## src/hdl/hist_cfg_pkg.sv

```systemverilog
package hist_cfg_pkg;

    // array geometry
    localparam int N_PIXELS     = 4;
    localparam int BINS_PER_HIS = 16;

    // stream order, photons per pixel then frames per acquisition
    localparam int DATA_NUM = 2;
    localparam int ACQ_NUM  = 8;

    // raw timestamp and bin quantization
    localparam int TS_W      = 14;
    localparam int BIN_SHIFT = 8;

    // saturating bin counters
    localparam int COUNT_W   = 4;
    localparam int COUNT_MAX = (1 << COUNT_W) - 1;

    // derived sizes
    localparam int EVENTS_PER_ACQ = N_PIXELS * DATA_NUM * ACQ_NUM;
    localparam int RAM_WORDS      = N_PIXELS * BINS_PER_HIS;
    // both banks side by side
    localparam int MEM_WORDS      = 2 * RAM_WORDS;

    // index widths
    localparam int PIXEL_W   = $clog2(N_PIXELS);
    localparam int BIN_W     = $clog2(BINS_PER_HIS);
    localparam int ADDR_W    = $clog2(RAM_WORDS);
    // bin field before clipping
    localparam int RAW_BIN_W = TS_W - BIN_SHIFT;

    // sequence counter widths
    localparam int DATA_CNT_W = (DATA_NUM > 1) ? $clog2(DATA_NUM) : 1;
    localparam int ACQ_CNT_W  = (ACQ_NUM > 1) ? $clog2(ACQ_NUM) : 1;
    localparam int EV_CNT_W   = $clog2(EVENTS_PER_ACQ);

    // event buffer between binner and builder
    localparam int FIFO_DEPTH = 4;

endpackage
```

## src/hdl/hist_types_pkg.sv

```systemverilog
package hist_types_pkg;

    import hist_cfg_pkg::*;

    // raw detector timestamp
    typedef logic [TS_W-1:0] ts_t;

    // pixel index within the array
    typedef logic [PIXEL_W-1:0] pixel_t;

    // bin index within one pixel histogram
    typedef logic [BIN_W-1:0] bin_t;

    // saturating per-bin count
    typedef logic [COUNT_W-1:0] count_t;

    // one tagged photon
    // last marks the final event of an acquisition
    typedef struct packed {
        pixel_t pixel;
        bin_t   bin;
        logic   last;
    } hist_event_t;

endpackage

```

## src/hdl/hist_top.sv

```systemverilog
module hist_top
    import hist_cfg_pkg::*, hist_types_pkg::*;
(
    input  logic   clk,
    input  logic   combin_res,
    input  logic   ts_valid,
    input  ts_t    ts_data,
    output logic   ts_ready,
    output logic   hist_valid,
    output pixel_t hist_pixel,
    output bin_t   hist_bin,
    output count_t hist_count,
    output logic   hist_last,
    output logic   hist_bank,
    input  logic   hist_ready
);

    // binner to FIFO
    logic        ev_valid;
    logic        ev_ready;
    hist_event_t ev_data;

    // FIFO to builder
    logic        q_valid;
    logic        q_ready;
    hist_event_t q_data;

    // tag and quantize
    tdc_binner u_binner (
        .clk        (clk),
        .combin_res (combin_res),
        .ts_valid   (ts_valid),
        .ts_data    (ts_data),
        .ts_ready   (ts_ready),
        .ev_valid   (ev_valid),
        .ev_data    (ev_data),
        .ev_ready   (ev_ready)
    );

    // absorbs builder stalls
    event_fifo #(
        .payload_t (hist_event_t),
        .DEPTH     (FIFO_DEPTH)
    ) u_fifo (
        .clk        (clk),
        .combin_res (combin_res),
        .push_valid (ev_valid),
        .push_data  (ev_data),
        .push_ready (ev_ready),
        .pop_valid  (q_valid),
        .pop_data   (q_data),
        .pop_ready  (q_ready)
    );

    // ping-pong histogram and readout
    hist_builder u_builder (
        .clk        (clk),
        .combin_res (combin_res),
        .in_valid   (q_valid),
        .in_data    (q_data),
        .in_ready   (q_ready),
        .hist_valid (hist_valid),
        .hist_pixel (hist_pixel),
        .hist_bin   (hist_bin),
        .hist_count (hist_count),
        .hist_last  (hist_last),
        .hist_bank  (hist_bank),
        .hist_ready (hist_ready)
    );

endmodule

```

## src/hdl/hist_builder.sv

```systemverilog
module hist_builder
    import hist_cfg_pkg::*, hist_types_pkg::*;
(
    input  logic        clk,
    input  logic        combin_res,
    input  logic        in_valid,
    input  hist_event_t in_data,
    output logic        in_ready,
    output logic        hist_valid,
    output pixel_t      hist_pixel,
    output bin_t        hist_bin,
    output count_t      hist_count,
    output logic        hist_last,
    output logic        hist_bank,
    input  logic        hist_ready
);

    // both banks in one array with the bank select as top address bit
    count_t mem [MEM_WORDS];
    // per-word written flag so a cleared word reads as zero
    logic [MEM_WORDS-1:0] hit_flag;

    logic              act_bank;
    logic              rd_bank;
    logic              rd_busy;
    logic [ADDR_W-1:0] rd_addr;
    // events accepted in the running acquisition
    logic [EV_CNT_W-1:0] ev_cnt;

    logic in_fire;
    logic out_fire;
    logic start;

    logic [ADDR_W:0] wr_idx;
    logic [ADDR_W:0] rd_idx;
    count_t          cur_count;
    count_t          next_count;

    // hold off a new acquisition end until the readout is done
    assign in_ready = !(rd_busy && in_data.last);
    assign in_fire  = in_valid && in_ready;
    assign start    = in_fire && in_data.last;

    // increment path into the active bank
    assign wr_idx     = {act_bank, in_data.pixel, in_data.bin};
    assign cur_count  = hit_flag[wr_idx] ? mem[wr_idx] : '0;
    // first hit writes one and a full count stays full
    assign next_count = (cur_count == count_t'(COUNT_MAX)) ? cur_count : cur_count + 1'b1;

    // readout path over the idle bank in pixel-major order
    assign rd_idx     = {rd_bank, rd_addr};
    assign hist_valid = rd_busy;
    assign hist_pixel = rd_addr[ADDR_W-1:BIN_W];
    assign hist_bin   = rd_addr[BIN_W-1:0];
    assign hist_count = hit_flag[rd_idx] ? mem[rd_idx] : '0;
    assign hist_last  = rd_busy && (rd_addr == ADDR_W'(RAM_WORDS - 1));
    assign hist_bank  = rd_bank;
    assign out_fire   = hist_valid && hist_ready;

    // count storage
    always_ff @(posedge clk) begin
        if (in_fire) begin
            mem[wr_idx] <= next_count;
        end
    end

    // written flags
    // set and clear always hit different banks
    always_ff @(posedge clk or negedge combin_res) begin
        if (!combin_res) begin
            hit_flag <= '0;
        end else begin
            if (in_fire) begin
                hit_flag[wr_idx] <= 1'b1;
            end
            // word cleared as it leaves
            if (out_fire) begin
                hit_flag[rd_idx] <= 1'b0;
            end
        end
    end

    // bank swap and readout walker
    always_ff @(posedge clk or negedge combin_res) begin
        if (!combin_res) begin
            act_bank <= 1'b0;
            rd_bank  <= 1'b0;
            rd_busy  <= 1'b0;
            rd_addr  <= '0;
        end else if (start) begin
            // finished bank goes to readout while counting moves over
            act_bank <= ~act_bank;
            rd_bank  <= act_bank;
            rd_busy  <= 1'b1;
            rd_addr  <= '0;
        end else if (out_fire) begin
            if (hist_last) begin
                rd_busy <= 1'b0;
            end else begin
                rd_addr <= rd_addr + 1'b1;
            end
        end
    end

    // acquisition event count restarting on the last event
    always_ff @(posedge clk or negedge combin_res) begin
        if (!combin_res) begin
            ev_cnt <= '0;
        end else if (in_fire) begin
            ev_cnt <= in_data.last ? '0 : ev_cnt + 1'b1;
        end
    end

    // a saturated count never wraps back to zero
    assert property (@(posedge clk) disable iff (!combin_res)
        in_fire |=> mem[$past(wr_idx)] != '0 && mem[$past(wr_idx)] >= $past(cur_count))
        else $error("bin count wrapped past maximum");

    // a running readout steps one word per transfer and never restarts
    assert property (@(posedge clk) disable iff (!combin_res)
        rd_busy && !(out_fire && hist_last) |=>
            rd_busy && rd_addr == $past(rd_addr) + ADDR_W'($past(out_fire)))
        else $error("readout restarted while busy");

    // binner tags last exactly on the final event of the acquisition
    assert property (@(posedge clk) disable iff (!combin_res)
        in_fire |-> in_data.last == (ev_cnt == EV_CNT_W'(EVENTS_PER_ACQ - 1)))
        else $error("last flag out of step with event count");

endmodule

```

## src/hdl/event_fifo.sv

```systemverilog
module event_fifo #(
    parameter type payload_t = logic [7:0],
    parameter int  DEPTH     = 4
) (
    input  logic     clk,
    input  logic     combin_res,
    input  logic     push_valid,
    input  payload_t push_data,
    output logic     push_ready,
    output logic     pop_valid,
    output payload_t pop_data,
    input  logic     pop_ready
);

    // pointer and occupancy widths follow DEPTH
    localparam int PTR_W = (DEPTH > 1) ? $clog2(DEPTH) : 1;
    localparam int CNT_W = $clog2(DEPTH + 1);

    payload_t mem [DEPTH];

    logic [PTR_W-1:0] wr_ptr;
    logic [PTR_W-1:0] rd_ptr;
    logic [CNT_W-1:0] count_q;

    logic push_fire;
    logic pop_fire;

    // full and empty straight from occupancy
    assign push_ready = (count_q != CNT_W'(DEPTH));
    assign pop_valid  = (count_q != '0);
    // show-ahead head word always on the output
    assign pop_data   = mem[rd_ptr];

    assign push_fire = push_valid && push_ready;
    assign pop_fire  = pop_valid && pop_ready;

    // storage
    always_ff @(posedge clk) begin
        if (push_fire) begin
            mem[wr_ptr] <= push_data;
        end
    end

    // pointers wrap at DEPTH even when it is not a power of two
    always_ff @(posedge clk or negedge combin_res) begin
        if (!combin_res) begin
            wr_ptr <= '0;
            rd_ptr <= '0;
        end else begin
            if (push_fire) begin
                wr_ptr <= (wr_ptr == PTR_W'(DEPTH - 1)) ? '0 : wr_ptr + 1'b1;
            end
            if (pop_fire) begin
                rd_ptr <= (rd_ptr == PTR_W'(DEPTH - 1)) ? '0 : rd_ptr + 1'b1;
            end
        end
    end

    // occupancy unchanged on simultaneous push and pop
    always_ff @(posedge clk or negedge combin_res) begin
        if (!combin_res) begin
            count_q <= '0;
        end else if (push_fire && !pop_fire) begin
            count_q <= count_q + 1'b1;
        end else if (pop_fire && !push_fire) begin
            count_q <= count_q - 1'b1;
        end
    end

    // never above DEPTH
    assert property (@(posedge clk) disable iff (!combin_res)
        count_q <= CNT_W'(DEPTH))
        else $error("FIFO occupancy above depth");

    // occupancy matches the pointer distance and a wrap below zero breaks that
    assert property (@(posedge clk) disable iff (!combin_res)
        (int'(rd_ptr) + int'(count_q)) % DEPTH == int'(wr_ptr))
        else $error("FIFO occupancy out of step with pointers");

endmodule

```

## src/hdl/tdc_binner.sv

```systemverilog
module tdc_binner
    import hist_cfg_pkg::*, hist_types_pkg::*;
(
    input  logic        clk,
    input  logic        combin_res,
    input  logic        ts_valid,
    input  ts_t         ts_data,
    output logic        ts_ready,
    output logic        ev_valid,
    output hist_event_t ev_data,
    input  logic        ev_ready
);

    // position in the fixed photon order
    logic [DATA_CNT_W-1:0] input_count;
    pixel_t                pixel_count;
    logic [ACQ_CNT_W-1:0]  acq_count;

    logic data_wrap;
    logic pixel_wrap;
    logic acq_wrap;
    logic accept;

    // quantized timestamp, before and after clipping
    logic [RAW_BIN_W-1:0] raw_bin;
    bin_t                 bin_clip;

    // one-deep output stage, refilled in the cycle it drains
    assign ts_ready = !ev_valid || ev_ready;
    assign accept   = ts_valid && ts_ready;

    assign data_wrap  = (input_count == DATA_CNT_W'(DATA_NUM - 1));
    assign pixel_wrap = (pixel_count == pixel_t'(N_PIXELS - 1));
    assign acq_wrap   = (acq_count == ACQ_CNT_W'(ACQ_NUM - 1));

    // drop the fine bits
    assign raw_bin = ts_data[TS_W-1:BIN_SHIFT];
    // anything past the top bin lands in the top bin
    assign bin_clip = (raw_bin > RAW_BIN_W'(BINS_PER_HIS - 1)) ?
                      bin_t'(BINS_PER_HIS - 1) : bin_t'(raw_bin);

    // photon, pixel and frame counters
    always_ff @(posedge clk or negedge combin_res) begin
        if (!combin_res) begin
            input_count <= '0;
            pixel_count <= '0;
            acq_count   <= '0;
        end else if (accept) begin
            if (data_wrap) begin
                input_count <= '0;
                if (pixel_wrap) begin
                    pixel_count <= '0;
                    // frame done, wrap at end of acquisition
                    acq_count <= acq_wrap ? '0 : acq_count + 1'b1;
                end else begin
                    pixel_count <= pixel_count + 1'b1;
                end
            end else begin
                input_count <= input_count + 1'b1;
            end
        end
    end

    // output valid
    always_ff @(posedge clk or negedge combin_res) begin
        if (!combin_res) begin
            ev_valid <= 1'b0;
        end else if (accept) begin
            ev_valid <= 1'b1;
        end else if (ev_ready) begin
            ev_valid <= 1'b0;
        end
    end

    // output payload, loaded only on accept
    always_ff @(posedge clk) begin
        if (accept) begin
            ev_data.pixel <= pixel_count;
            ev_data.bin   <= bin_clip;
            ev_data.last  <= data_wrap && pixel_wrap && acq_wrap;
        end
    end

    // a stalled event stays put until the FIFO takes it
    assert property (@(posedge clk) disable iff (!combin_res)
        ev_valid && !ev_ready |=> ev_valid && $stable(ev_data))
        else $error("binner event changed while stalled");

endmodule

```

## config.mk

```make
export PLATFORM = sky130hd
export DESIGN_NAME = hist_top
export DESIGN_NICKNAME = d
export VERILOG_FILES = /design/src/hdl/hist_cfg_pkg.sv /design/src/hdl/hist_types_pkg.sv /design/src/hdl/hist_top.sv /design/src/hdl/hist_builder.sv /design/src/hdl/event_fifo.sv /design/src/hdl/tdc_binner.sv
export SDC_FILE = /design/constraint.sdc
export NUM_CORES = 1
export LEC_CHECK = 0
export BUFFER_PORTS_ARGS = -buffer_cell sky130_fd_sc_hd__buf_2
export CAP_MARGIN = 15
export CORE_AREA = 2 2 289 291
export DETAILED_ROUTE_END_ITERATION = 16
export DIE_AREA = 0 0 291 293
export PLACE_DENSITY = 0.51
export SLEW_MARGIN = 20
export SYNTH_ARGS = -nofsm -noshare
export SYNTH_HDL_FRONTEND = slang
export SYNTH_SLANG_ARGS = --single-unit
```

## constraint.sdc

```tcl
create_clock -name clk -period 7.8 [get_ports clk]
set_clock_uncertainty 0.2 [all_clocks]
set_input_delay 0.39 -clock clk [delete_from_list [all_inputs] [get_ports clk]]
set_output_delay 0.39 -clock clk [all_outputs]
set_load 0.03 [all_outputs]
```

==> flow_summary.yaml, run 1 <==
clock_network:
  cts_resized: 0
  hold_buffers: 11
  cts_buffers: 79
  ctsHtreeMaxLevel: 3
  clk-insertion-delay-late_ns: 0.67
  cts_tree: "built"
  clockBufferDepth: 3
  cts.root.buffer_cell: "clkbuf_16"
  numClockSinks: 698
  path_clk_slew_ns: 0.06
  post_cts_buffers: 0
routing:
  via_count: 26800
  dr.pass1.iters: 6
  drtIter0Drc: 4915
  drc: 0
  wl_um: 143000
  wire_per_inst_um: 38.0
  viasPerCell: 7.10
  ant_nets: 0
timing:
  finalSetupViolCount: 0
  tightestPinTransition_ns: 1.17
  fmax_mhz: 147
  finalCritPeriodShare_pct: 87.2
  holdWs_ns: 0.174
  rsz0062_at_grt: "false"
  fin_setup_tns_ns: 0
  period_minus_slack_ns: 6.80
  slew_headroom_pct: 22.0
  postLayoutSetupSlackWorst_ns: 0.998
  final_max_slew_viol_count: 0
  timing_hold_violations_final: 0
global_routing:
  grt_max_degree: 129
  grt_pass1_wl_um: 200000
  grt_use_total_pct: 33.1
  grt_antenna_before_repair: 7
  grt_pass1_vias: 26000
  grt.overflow.total: 0
synthesis:
  async_flop_share_pct: 21.6
  yosysTopAreaCell: "edfxtp_1"
  synth_fp_nets: 2662
  yosys_warnings: 0
  synthTopCellsByArea: "edfxtp_1 51%, dfrtp_1 12%, a22oi_1 5.8%"
  synth_common_cells: "547 x edfxtp_1, 306 x nor2_1, 249 x a22oi_1, 157 x nand2_1, 151 x dfrtp_1"
  seq_area_frac_synth_pct: 62.2
  synthCells: 2633
  syn-cell-area_sq_um: 32500
  synth-seq-cells: 698
  ys_types: 82
  synth_top_area_share_pct: 50.5
  synth_edf_count: 547
  syn-mean-instance-area_sq_um: 12.3
  synth_ff_type: "edfxtp_1"
  yosysMostFrequentCell: "edfxtp_1"
floorplanning:
  die_h_um: 293
  die_area_sq_um: 85300
  start_util_pct: 39.7
  die_w_um: 291
  ios: 32
  rows: 105
  core_area_sq_um: 81800
cells_and_area:
  drive_gt1_share_pct: 14.2
  syn_to_final_growth_pct: 13.3
  fin_util_pct: 45.0
  fin_nets: 2659
  stdcell_area_sq_um: 36800
power:
  pwr_density_cell_nw_per_um2: 569
  p_int_mw: 11.3
  ir_drop_mv: 0.726
  switching_share_pct: 45.9
  pwr-share-clk_pct: 18.4
  power.leakage_nw: 11.9
  power_frac_seq_pct: 32.6
  pwr-share-comb_pct: 49.0
  p_sw_mw: 9.62
critical_path:
  reg2regPathDepth: 12
  cp.required_ns: 8.07
  arrival_ns: 7.07
  worstSetupPathType: "reg2reg"
  r2r-start: "u_fifo.rd_ptr[1]"
  endpoint_kind: "flip-flop"
  critPathLaunchType: "flip-flop"
  rrSetupSlack_ns: 1.0
  r2r-end: "u_builder.mem[80][3]"
  endpoint: "u_builder.mem[80][3]"
  crit_fanout: 90
  crit_start: "u_fifo.rd_ptr[1]"
place:
  dp_hpwl_um: 87200
  postPlaceCellArea_sq_um: 34100
  post-place-ws_ns: 1.28
  gp_congestion: 0.982
  portBuffers: 23
min_path:
  hold_class: "in2async"
flow_run:
  timing.max_cap.violations: 0
run_status:
  outcome: "finished clean"
area by class of cell:
cell class,count,area [sq um]
Inverter,6,22.5
Sequential cell,698,20200
Fill cell,7429,45000
Clock buffer,102,2150
Timing Repair Buffer,133,1140
Antenna cell,4,10.0
Tap cell,1070,1340
Clock inverter,45,489
Multi-Input combinational cell,1712,11500
cells by family (layout without fill, tap and decap cells):
group | Yosys count | after routing | synth area share [%]
XOR/XNOR | 10 | 10 | 0.269
AND/OR/NAND/NOR | 688 | 688 | 9.65
AO/OA/AOI/OAI | 877 | 877 | 19.4
multiplexers | 126 | 126 | 4.98
buffers and inverters | 223 | 286 | 3.09
adder cells (fa/ha/maj) | 11 | 11 | 0.447
other | 0 | 4 | 0
flip-flops | 698 | 698 | 62.2
flip-flops by register name (all words and copies together), names as in the netlist:
name	count
u_fifo.count_q	3
u_builder.act_bank	1
u_binner.pixel_count	2
u_binner.acq_count	3
u_builder.hist_bank	1
u_builder.hist_valid	1
u_fifo.wr_ptr	2
u_binner.ev_valid	1
u_builder.mem	512
u_fifo.rd_ptr	2
u_fifo.mem	28
u_builder.hit_flag	128
u_builder.rd_addr	6
u_binner.ev_data	7
u_binner.data_wrap	1
critical path: stages (launching register included):
cell      delay, ns
dfrtp_1        0.91
mux4_4         0.93
nand2b_2       0.95
buf_4          0.48
o31ai_1        0.12
o41ai_1        0.55
o21ai_0        0.14
a21oi_1        0.35
a311oi_1       0.10
buf_4          0.17
nor3b_1        0.28
o21a_4         0.93
buf_4          0.42
power groups by stage:
stage	logic, mW	registers [mW]	clock network [mW]
floorplan	5.00	6.86	0
global placement	9.68	6.87	0
detailed placement	9.83	6.88	0
CTS	9.84	6.81	3.86
global route	10.4	6.87	4.03
finish	10.3	6.83	3.85
cell usage in the layout, fill, tap and decap left out, drive strengths merged, types with 71 or more instances in the layout:
cell type	Yosys	layout
o22ai	82	82
nand2	160	160
a21oi	143	143
dfrtp	151	151
edfxtp	547	547
buf	95	122
nor2	306	306
a22oi	249	249
clkbuf	122	102
o221ai	71	71
how the worst min path moves through the flow:
stage	start	to	slack, ns
CTS	combin_res	u_binner.data_wrap	0.23
global route	combin_res	u_binner.acq_count[1]	0.27
finish	combin_res	u_binner.acq_count[1]	0.17
global placement	u_binner.pixel_count[1]	u_binner.ev_data[6]	0.26
floorplan	combin_res	u_binner.acq_count[0]	-0.11
detailed placement	u_binner.ev_data[5]	u_fifo.mem[2][5]	0.28
per-stage QoR:
| stage | std cells | total power [mW] |
|---|---|---|
| after floorplan | 2633 | 11.9 |
| after global placement | 3608 | 16.5 |
| after detailed placement | 3608 | 16.7 |
| after CTS | 3766 | 20.5 |
| after global routing | 3766 | 21.3 |
| final | 3770 | 21.0 |
per-layer routing:
metal	vias to the layer above	part of all wire [%]	global-route usage, %
li1	10500	-	-
met1	13400	38	44.2
met2	2353	43	49.4
met3	507	13	9.25
met4	4	6.0	16.9
met5	-	0.017	0
Note: power is estimated with default switching activity, not from simulation.
==> run 2: changes to the inputs <==
Settings changed: SYNTH_HIERARCHICAL set to 1.
==> run 2 against run 1 <==
Against the previous run: cell area shrank 0.28%; first-iteration DRC count shrank 36%; core utilization decreased by 0.13 points; combinational power about the same; critical path type is now reg2out; largest cell class unchanged.
==> flow_summary.yaml, run 2 <==
clock_network:
  clockBufferDepth: 3
  numClockSinks: 698
  cts_resized: 0
  path_clk_slew_ns: 0.06
  cts.root.buffer_cell: "clkbuf_16"
  clk-insertion-delay-late_ns: 0.65
  cts_tree: "built"
  ctsHtreeMaxLevel: 3
  cts_buffers: 79
timing:
  fmax_mhz: 161
  postLayoutSetupSlackWorst_ns: 1.60
  rsz0062_at_grt: "false"
  final_max_slew_viol_count: 0
  timing_hold_violations_final: 0
  tightestPinTransition_ns: 1.21
  period_minus_slack_ns: 6.20
  holdWs_ns: 0.213
  slew_headroom_pct: 19.2
  finalCritPeriodShare_pct: 79.5
  fin_setup_tns_ns: 0
  finalSetupViolCount: 0
power:
  power.leakage_nw: 11.9
  p_sw_mw: 8.82
  power_frac_seq_pct: 34.4
  switching_share_pct: 42.6
  pwr_density_cell_nw_per_um2: 563
  ir_drop_mv: 1.08
  p_total_mw: 20.7
  p_int_mw: 11.9
  pwr-share-clk_pct: 17.4
  pwr-share-comb_pct: 48.3
global_routing:
  grt_pass1_wl_um: 171000
  grt_pass1_vias: 22400
  grt_use_total_pct: 28.3
  grt.overflow.total: 0
  grt_antenna_before_repair: 4
  grt_max_degree: 105
cells_and_area:
  fin_nets: 2215
  fillCellCount: 7181
  stdcell_area_sq_um: 36700
  final_common_cell: "edfxtp_1"
  drive_gt1_share_pct: 21.2
  reg_top3: "u_builder/mem (512), u_builder/hit_flag (128), u_fifo/mem (28)"
  largest_register_ffs: 512
  fin_util_pct: 44.9
  final_cell_mix: "547 x edfxtp_1, 243 x nor2_1, 200 x a22oi_1, 200 x mux4_2, 148 x dfrtp_1"
  layout.cells.non_filler: 3324
  largest_register: "u_builder/mem"
  syn_to_final_growth_pct: 12.5
floorplanning:
  core_area_sq_um: 81800
  start_util_pct: 39.9
  rows: 105
  ios: 32
  die_w_um: 291
  die_area_sq_um: 85300
  die_h_um: 293
place:
  dp_hpwl_um: 77400
  place_inst: 3164
  gp_congestion: 0.897
  portBuffers: 23
  postPlaceCellArea_sq_um: 34100
  post-place-ws_ns: 1.75
critical_path:
  endpoint_kind: "output port"
  arrival_ns: 5.61
  cp.required_ns: 7.21
  critPathLaunchType: "flip-flop"
  worstSetupPathType: "reg2out"
  worstPathCellList: "buf_4 > nor3b_2 > buf_4 > buf_4 > a22o_1 > a221oi_1 > a31oi_1 > nor4_1 > and3_1 > a31oi_1 > buf_2"
  crit_path_top_delay_cell: "dfrtp_2"
  crit_buf_inv: 4
  cp_slowest_stage_delay_ns: 0.77
  crit_fanout: 35
  cp_common_cell: "buf_4"
  critPathTopFamily: "buffers and inverters"
synthesis:
  synth_fp_nets: 2195
  async_flop_share_pct: 21.6
  syn-cell-area_sq_um: 32600
  yosys_warnings: 6
  synth_top_area_share_pct: 50.3
  syn-mean-instance-area_sq_um: 15.1
  synthTopCellsByArea: "edfxtp_1 50%, mux4_2 14%, dfrtp_1 12%"
  ys_types: 70
  synth_edf_count: 547
  yosysTopAreaCell: "edfxtp_1"
  synth_ff_type: "edfxtp_1"
  synth_common_cells: "547 x edfxtp_1, 243 x nor2_1, 204 x mux4_2, 200 x a22oi_1, 151 x dfrtp_1"
  seq_area_frac_synth_pct: 61.9
  yosysMostFrequentCell: "edfxtp_1"
  synthCells: 2166
  synth-seq-cells: 698
routing:
  viasPerCell: 6.85
  ant_nets: 0
  wire_per_inst_um: 36.7
  via_count: 22800
  wl_um: 122000
  drc: 0
  drtIter0Drc: 3134
  dr.pass1.iters: 6
min_path:
  hold_class: "in2async"
run_status:
  outcome: "finished clean"
flow_run:
  timing.max_cap.violations: 0
## run 2: logic make-up after synthesis
family | share of synthesized area, %
and+or+nand+nor | 6.42
AOI/OAI and AO/OA | 12.2
buffers and inverters | 2.26
xor gates and xnor gates | 0.268
adders and majority gates | 0.445
DFF | 61.9
muxes | 16.5
## run 2: worst register-to-register path: cells and delay by family (launching register included)
kind          cells  cell delay [ns]
mux               5             3.15
buf+inv           2             1.13
flops             1             0.68
simple gates      3             0.53
## run 2: final timing paths
kind	startpoint	to	slack [ns]	depth (start not counted)
setup / recovery	u_builder/rd_addr[1]	hist_count[3]	1.60	11
hold / removal	combin_res	u_builder/hit_flag[9]	0.21	2
setup reg to reg	u_fifo/rd_ptr[0]	u_builder/mem[10][2]	1.75	10
hold reg to reg	u_binner/pixel_count[1]	u_binner/ev_data[6]	0.30	0
max in group asynchronous	combin_res	u_builder/rd_addr[2]	5.68	3
min in group clk	u_binner/pixel_count[1]	u_binner/ev_data[6]	0.30	0
## run 2: final cells by class
type / count / area [sq um] / share of cell area (%)
Multi-Input combinational cell: 1289 / 11800 / 32.1
Clock inverter: 36 / 282 / 0.767
Inverter: 16 / 60.1 / 0.164
Antenna cell: 1 / 2.50 / 0.00681
Tap cell: 1070 / 1340 / 3.65
Clock buffer: 112 / 2200 / 6.00
Sequential cell: 698 / 20200 / 55.0
Timing Repair Buffer: 102 / 830 / 2.26
## run 2: layer usage
layer  up-vias  GRT usage [%]  part of all wire (%)
met5         -              0                 0.021
met4         4           11.7                   4.6
met3       314           6.59                    11
met2      1627           42.6                    44
met1     11900           39.7                    40
li1       8924              -                     -
## run 2: power by group through the flow
stage / sequential [mW] / clock, mW / combinational (mW)
3_5_place_dp: 7.17 / 0 / 9.76
6_report: 7.11 / 3.59 / 9.98
5_1_grt: 7.15 / 3.80 / 10.4
4_1_cts: 7.09 / 3.64 / 9.77
3_3_place_gp: 7.14 / 0 / 9.57
2_1_floorplan: 6.53 / 0 / 5.31
## run 2: what timing repair did
action / in CTS / in global routing
buffers inserted: 0 / 0
endpoints found under the hold margin: 98 / 0
hold buffers: 11 / 0
